**src/mem_params.svh**
```systemverilog
`ifndef MEM_PARAMS_SVH
`define MEM_PARAMS_SVH

// bus widths
`define MEM_ADDR_W 32
`define MEM_DATA_W 32

// depth in words, indexed from address bit 2 upward
`define MEM_WORDS 1024

// cycles from an accepted command to the read data strobe, at least 2
`define MEM_READ_LATENCY 2

`endif

```
**src/mem_cmd_pkg.sv**
```systemverilog
package mem_cmd_pkg;

	// data port command
	typedef enum logic [1:0] {
		cmd_nop   = 2'd0,
		cmd_read  = 2'd1,
		cmd_write = 2'd2
	} mem_cmd_t;

	// arbiter sequencing
	typedef enum logic [1:0] {
		wait_cmd       = 2'd0,
		wait_mem_ready = 2'd1,
		wait_mem_read  = 2'd2,
		finish         = 2'd3
	} arb_state_t;

endpackage

```
**src/mem_bus_pkg.sv**
```systemverilog
`include "mem_params.svh"

package mem_bus_pkg;

	typedef logic [`MEM_DATA_W-1:0] word_t;
	typedef logic [`MEM_ADDR_W-1:0] addr_t;

	// one bit per data bit, set bits take the new data
	typedef logic [`MEM_DATA_W-1:0] mask_t;

	// instruction fetch needs only the address
	typedef struct packed {
		addr_t addr;
	} fetch_req_t;

	typedef struct packed {
		mem_cmd_pkg::mem_cmd_t cmd;
		addr_t                 addr;
		word_t                 wdata;
		mask_t                 wmask;
	} data_req_t;

endpackage

```
**src/memory_interface.sv**
```systemverilog
`timescale 1ns/1ps

module memory_interface
	import mem_cmd_pkg::*;
	import mem_bus_pkg::*;
(
	input  logic       clk,
	input  logic       arst_n,

	input  logic       fetch_pending,
	input  fetch_req_t fetch_req,
	input  logic       data_pending,
	input  data_req_t  data_req,
	output logic       fetch_grant,
	output logic       data_grant,
	output logic       fetch_done,
	output logic       data_done,

	input  logic       fetch_start,
	output word_t      inst,
	output logic       inst_valid,
	input  logic       data_read_start,
	output word_t      rdata,
	output logic       rdata_valid,

	input  logic       mem_ready,
	output logic       mem_start,
	output logic       mem_write,
	output addr_t      mem_addr,
	output word_t      mem_wdata,
	output mask_t      mem_wmask,
	input  word_t      mem_rdata,
	input  logic       mem_rdata_valid
);

	arb_state_t state;
	// set while the fetch slot owns the bus
	logic sel_fetch;
	logic issue;
	logic data_is_read;
	logic read_back;

	assign issue        = (state == wait_mem_ready) && mem_ready;
	assign data_is_read = (data_req.cmd == cmd_read);
	assign read_back    = (state == wait_mem_read) && mem_rdata_valid;

	assign fetch_done = (state == finish) && sel_fetch;
	assign data_done  = (state == finish) && !sel_fetch;

	always_ff @(posedge clk or negedge arst_n) begin
		if (!arst_n) begin
			state     <= wait_cmd;
			sel_fetch <= 1'b0;
		end else begin
			case (state)
				wait_cmd: begin
					// fetch wins a tie
					if (fetch_pending || data_pending) begin
						sel_fetch <= fetch_pending;
						state     <= wait_mem_ready;
					end
				end
				wait_mem_ready: begin
					if (mem_ready) begin
						if (sel_fetch || data_is_read) begin
							state <= wait_mem_read;
						end else begin
							// writes need no answer
							state <= finish;
						end
					end
				end
				wait_mem_read: begin
					if (mem_rdata_valid) begin
						state <= finish;
					end
				end
				finish: begin
					// data request that arrived alongside the fetch
					if (sel_fetch && data_pending) begin
						sel_fetch <= 1'b0;
						state     <= wait_mem_ready;
					end else begin
						state <= wait_cmd;
					end
				end
				default: begin
					state <= wait_cmd;
				end
			endcase
		end
	end

	// single-cycle command strobe, grant goes out with it
	always_ff @(posedge clk or negedge arst_n) begin
		if (!arst_n) begin
			mem_start   <= 1'b0;
			fetch_grant <= 1'b0;
			data_grant  <= 1'b0;
		end else begin
			mem_start   <= issue;
			fetch_grant <= issue && sel_fetch;
			data_grant  <= issue && !sel_fetch;
		end
	end

	always_ff @(posedge clk) begin
		if (issue) begin
			mem_wdata <= data_req.wdata;
			mem_wmask <= data_req.wmask;
			if (sel_fetch) begin
				mem_addr  <= fetch_req.addr;
				mem_write <= 1'b0;
			end else begin
				mem_addr  <= data_req.addr;
				mem_write <= (data_req.cmd == cmd_write);
			end
		end
	end

	// valid levels hold until the same port asks again
	always_ff @(posedge clk or negedge arst_n) begin
		if (!arst_n) begin
			inst_valid  <= 1'b0;
			rdata_valid <= 1'b0;
		end else begin
			if (fetch_start) begin
				inst_valid <= 1'b0;
			end
			if (data_read_start) begin
				rdata_valid <= 1'b0;
			end
			if (read_back) begin
				if (sel_fetch) begin
					inst_valid <= 1'b1;
				end else begin
					rdata_valid <= 1'b1;
				end
			end
		end
	end

	always_ff @(posedge clk) begin
		if (read_back) begin
			if (sel_fetch) begin
				inst <= mem_rdata;
			end else begin
				rdata <= mem_rdata;
			end
		end
	end

endmodule

```
**config.mk**
```make
export PLATFORM = sky130hd
export DESIGN_NAME = memory_interface
export DESIGN_NICKNAME = d
export VERILOG_FILES = /design/src/mem_cmd_pkg.sv /design/src/mem_bus_pkg.sv /design/src/memory_interface.sv
export VERILOG_INCLUDE_DIRS = /design/src
export SDC_FILE = /design/constraint.sdc
export NUM_CORES = 1
export LEC_CHECK = 0
export BUFFER_PORTS_ARGS = -buffer_cell sky130_fd_sc_hd__buf_2
export CAP_MARGIN = 20
export CORE_AREA = 2 2 133 135
export CTS_CLUSTER_DIAMETER = 150
export DETAILED_ROUTE_END_ITERATION = 6
export DIE_AREA = 0 0 135 137
export HOLD_SLACK_MARGIN = 0.02
export SYNTH_ARGS = -nofsm -noshare
export SYNTH_HDL_FRONTEND = slang
export SYNTH_SLANG_ARGS = --single-unit
```
**constraint.sdc**
```tcl
create_clock -name clk -period 4.2 [get_ports clk]
set_clock_uncertainty 0.2 [all_clocks]
set_input_delay 0.42 -clock clk [delete_from_list [all_inputs] [get_ports clk]]
set_output_delay 0.42 -clock clk [all_outputs]
set_load 0.01 [all_outputs]
```
---- Word level (Yosys, flattened, before mapping) ----
Index checks and enable logic that the tools add are counted.
word-level totals
  register bits ........................... 169
  word-level logic and storage cells ...... 55
  output and inout port bits .............. 168
cells by class
  reduce and logical (&&, ||, !) cells .... 16
  muxes and demuxes ....................... 16
  bitwise gates (word level) .............. 1
  equality and inequality tests ........... 9
operator list
  operator            count
  $mux 32             1
  $mux 1              10
  $pmux 2 s4          1
  $logic_and 1x1->1   7
  $eq 2x2->1 const B  3
  $mux 2              3
  $ne 2x2->1 const B  3
  $reduce_and 3->1    2
  $eq 2x1->1 const B  2
  $reduce_and 2->1    2
  $logic_not 2->1     1
  $logic_or 1x1->1    2
  $ne 2x1->1 const B  1
  $pmux 1 s2          1
  $reduce_bool 2->1   1
  $logic_not 1->1     1
  $not 1->1           1

---- Depth between registers and ports, before layout ----
  depth in word-level cells ............... 5
  depth in mapped cells ................... 5

---- Worst setup path after synthesis ----
No wires, ideal clock.
  path type ............................... register to register
  start point ............................. register state[1]
  end point ............................... register mem_addr[0], enable pin
  data arrival time ....................... 2.629 ns
  clock period less this slack ............ 3.280 ns
  setup slack ............................. 0.920 ns
  stages on the path, launching flop included .. 5
  data required time ...................... 3.549 ns
  cells stage by stage .................... dfrtp_1 > inv_1 > ha_1 > nand2_1 > inv_1
on the way
  word-level cells in the longest chain between the ends .. 2
ends and longest elaborated chain
  element                   RTL line                 RTL
  start: declaration        memory_interface.sv:36   arb_state_t state;
  start signal: assignment  memory_interface.sv:52   state <= wait_cmd;
  start signal: assignment  memory_interface.sv:60   state <= wait_mem_ready;
  start signal: assignment  memory_interface.sv:66   state <= wait_mem_read;
  $eq 2x1->1                memory_interface.sv:43   assign issue = (state == wait_mem_ready) && mem_ready;
  $logic_and 1x1->1         memory_interface.sv:43
  named net issue           memory_interface.sv:39   logic issue;
  end signal: assignment    memory_interface.sv:112  mem_addr <= fetch_req.addr;
  end signal: assignment    memory_interface.sv:115  mem_addr <= data_req.addr;
  end: declaration          memory_interface.sv:29   output addr_t mem_addr,
The timed path passes the listed nets, and every way through them passes these cells.
A chain may end at the register's enable or synchronous reset.

---- Final worst setup path ----
  start point ............................. register state[1]
  end point ............................... register mem_wdata[21], enable pin
on the way
  word-level cells in the longest chain between the ends .. 2
ends and longest elaborated chain
  element                 RTL line                 RTL
  $eq 2x1->1              memory_interface.sv:43
  $logic_and 1x1->1       memory_interface.sv:43
  named net issue         memory_interface.sv:39
  end signal: assignment  memory_interface.sv:109  mem_wdata <= data_req.wdata;
  end: declaration        memory_interface.sv:30   output word_t mem_wdata,
The timed path passes the listed nets, and every way through them passes these cells.

==> results.json <==
{
  "rsz0062_at_grt": "false",
  "vias": 4036,
  "grt_use_total": 0.1622,
  "cts_resized": 0,
  "dpl.hpwl_mm": 11.21,
  "drv_slew": 0,
  "globalplace.congestion": 0.7972,
  "min-delay-path-class": "in2reg",
  "root_buffer": "clkbuf_16",
  "fin_crit_ns": 2.316,
  "pwr_density_cell_nw_per_um2": 516.9,
  "critPathRequiredTime_ns": 4.08,
  "wl_mm": 15.78,
  "antenna_cells": 0,
  "critPathCaptureType": "register",
  "clockBufferDepth": 2,
  "cts_tree": "done",
  "die_area_um2": 18500,
  "setup_violations": 0,
  "ys.warnings.count": 0,
  "worst-path-max-fanout": 42,
  "clock_latency_ns": 0.42,
  "viasPerCell": 4.326,
  "clkSinkCount": 169,
  "grt_pass1_vias": 4124,
  "finalHoldViolCount": 0,
  "postRouteAntennaNets": 0,
  "nets": 870,
  "die_x_um": 135,
  "antenna_found_initial": 0,
  "postSynthCellCount": 239,
  "grt_pass1_wl_mm": 21.94,
  "status": "finished clean",
  "die_height_um": 137,
  "worstPathArrival_ns": 2.20,
  "rows": 48,
  "wl_per_cell_um": 16.92,
  "worst_pin_slew_ns": 0.5443,
  "overflow": 0,
  "criticalPathCategory": "reg2reg",
  "synth_seq_area_share": 0.8887,
  "slew_headroom": 0.6371,
  "initial_core_util": 0.3322,
  "syn-num-nets": 414,
  "synth-seq-cells": 169,
  "clkTransAtPathRegs_ns": 0.07,
  "grt_max_degree": 43,
  "coreArea_um2": 17060,
  "postCtsSetupRepairBufs": 0,
  "synth_area_um2": 5665,
  "layout-drive-gt1-share": 0.5325,
  "drc": 0,
  "syn-mean-instance-area_um2": 23.70,
  "area_growth_pct": 62.48,
  "drtIter0Drc": 129,
  "max_freq_ghz": 0.4317,
  "postCtsHoldBufs": 99,
  "irDropWorstVdd_mv": 0.4026,
  "yosysTopAreaCell": "edfxtp_1",
  "startpoint_type": "register",
  "synth_top_area_frac": 0.8534,
  "hold-worst-slack_ns": 0.07216,
  "p_leak_nw": 3.873,
  "dr.pass1.iters": 4,
  "fin_crit_sh": 0.5515,
  "fin_setup_tns_ns": 0,
  "cts_buffers": 17,
  "htreeDepth": 4,
  "maxCapViolations": 0,
  "synth_cell_type_count": 20,
  "port_buffers": 337,
  "synthTopCellsByArea": "edfxtp_1 (85%), mux2_1 (6.6%), dfrtp_1 (3.5%), ha_1 (1.1%), a221oi_4 (0.46%)",
  "io_pins": 338
}
cell type report:
| class | count | area (um^2) |
|---|---|---|
| Sequential cell | 169 | 5035 |
| Multi-Input combinational cell | 58 | 573.1 |
| Tap cell | 225 | 281.5 |
| Fill cell | 1396 | 7851 |
| Inverter | 8 | 32.53 |
| Clock buffer | 17 | 425.4 |
| Timing Repair Buffer | 441 | 2715 |
| Clock inverter | 15 | 142.6 |
metal layers:
metal / share of wire / global-route usage / up-vias / wire (um)
li1: - / - / 1854 / -
met1: 0.36 / 0.1714 / 1939 / 5677
met2: 0.54 / 0.2927 / 208 / 8516
met3: 0.070 / 0.04704 / 35 / 1107
met4: 0.031 / 0.08623 / 0 / 483
met5: 0 / 0 / - / 0
worst paths after layout:
check	slack, ns	from	cells after the start	endpoint
max	1.88	state[1]	5	mem_wdata[21]
max in group asynchronous	3.47	arst_n	2	data_grant
min	0.07	data_req[70]	2	mem_addr[6]
min in group asynchronous	0.16	arst_n	2	sel_fetch
max reg2reg	1.88	state[1]	5	mem_wdata[21]
min reg2reg	0.36	rdata_valid	2	rdata_valid
placed cells by master, fill, tap and decap left out, drive strengths merged, types with 2 or more instances in the layout:
cell and instances:
nand2 2, dlygate4sd3 99, o22ai 2, nor2 7, ha 5, buf 342
clkbuf 17, inv 13, mux2 33, dfrtp 8, edfxtp 161, clkinv 7
clkinvlp 2
where the power goes:
| group | internal (mW) | total [mW] | switching (mW) |
|---|---|---|---|
| clock | 0.827 | 1.48 | 0.654 |
| sequential | 2.20 | 2.29 | 0.0915 |
| combinational | 0.418 | 0.984 | 0.566 |
critical path: stages (launching register included):
cell     delay, ns
dfrtp_1       0.41
inv_1         0.11
ha_1          0.21
nand2_1       0.13
inv_4         0.42
buf_4         0.45
synthesized netlist by cell type:
cell type    n
ha_1         5
dfrtp_1      8
o21ai_0      1
edfxtp_1   161
a31oi_1      1
nand2_1      2
inv_1        7
a311o_1      1
nor2b_1      1
mux2i_1      1
inv_2        1
a221oi_4     1
nand2b_1     1
mux2_1      33
buf_6        2
buf_2        2
a32o_1       1
nor3b_1      1
nor2_1       7
o22ai_1      2
flip-flops by register name (all words and copies together), names as in the netlist:
register,flops
inst,32
mem_addr,32
mem_wdata,32
mem_wmask,32
rdata,32
state,2
data_grant,1
fetch_grant,1
inst_valid,1
mem_start,1
mem_write,1
rdata_valid,1
sel_fetch,1
cell families after synthesis:
| family | Yosys count | synth area share |
|---|---|---|
| buffers and inverters | 12 | 0.01104 |
| and+or+nand+nor | 12 | 0.009500 |
| AOI/OAI and AO/OA | 7 | 0.01237 |
| DFF | 169 | 0.8887 |
| muxes | 34 | 0.06736 |
| adders and majority gates | 5 | 0.01104 |
per-stage QoR:
| step | total power [mW] | instances | setup slack (ns) | util | area, um^2 |
|---|---|---|---|---|---|
| 2_1_floorplan | 2.829 | 239 | 0.9199 | - | 5665 |
| 3_3_place_gp | 3.213 | 802 | 1.969 | 0.4483 | 7646 |
| 3_5_place_dp | 3.242 | 802 | 1.881 | 0.4483 | 7646 |
| 4_1_cts | 4.806 | 933 | 1.868 | 0.5397 | 9205 |
| 5_1_grt | 4.971 | 933 | 1.709 | 0.5397 | 9205 |
| 6_report | 4.758 | 933 | 1.884 | 0.5397 | 9205 |
(Power assumes the default switching activity.)
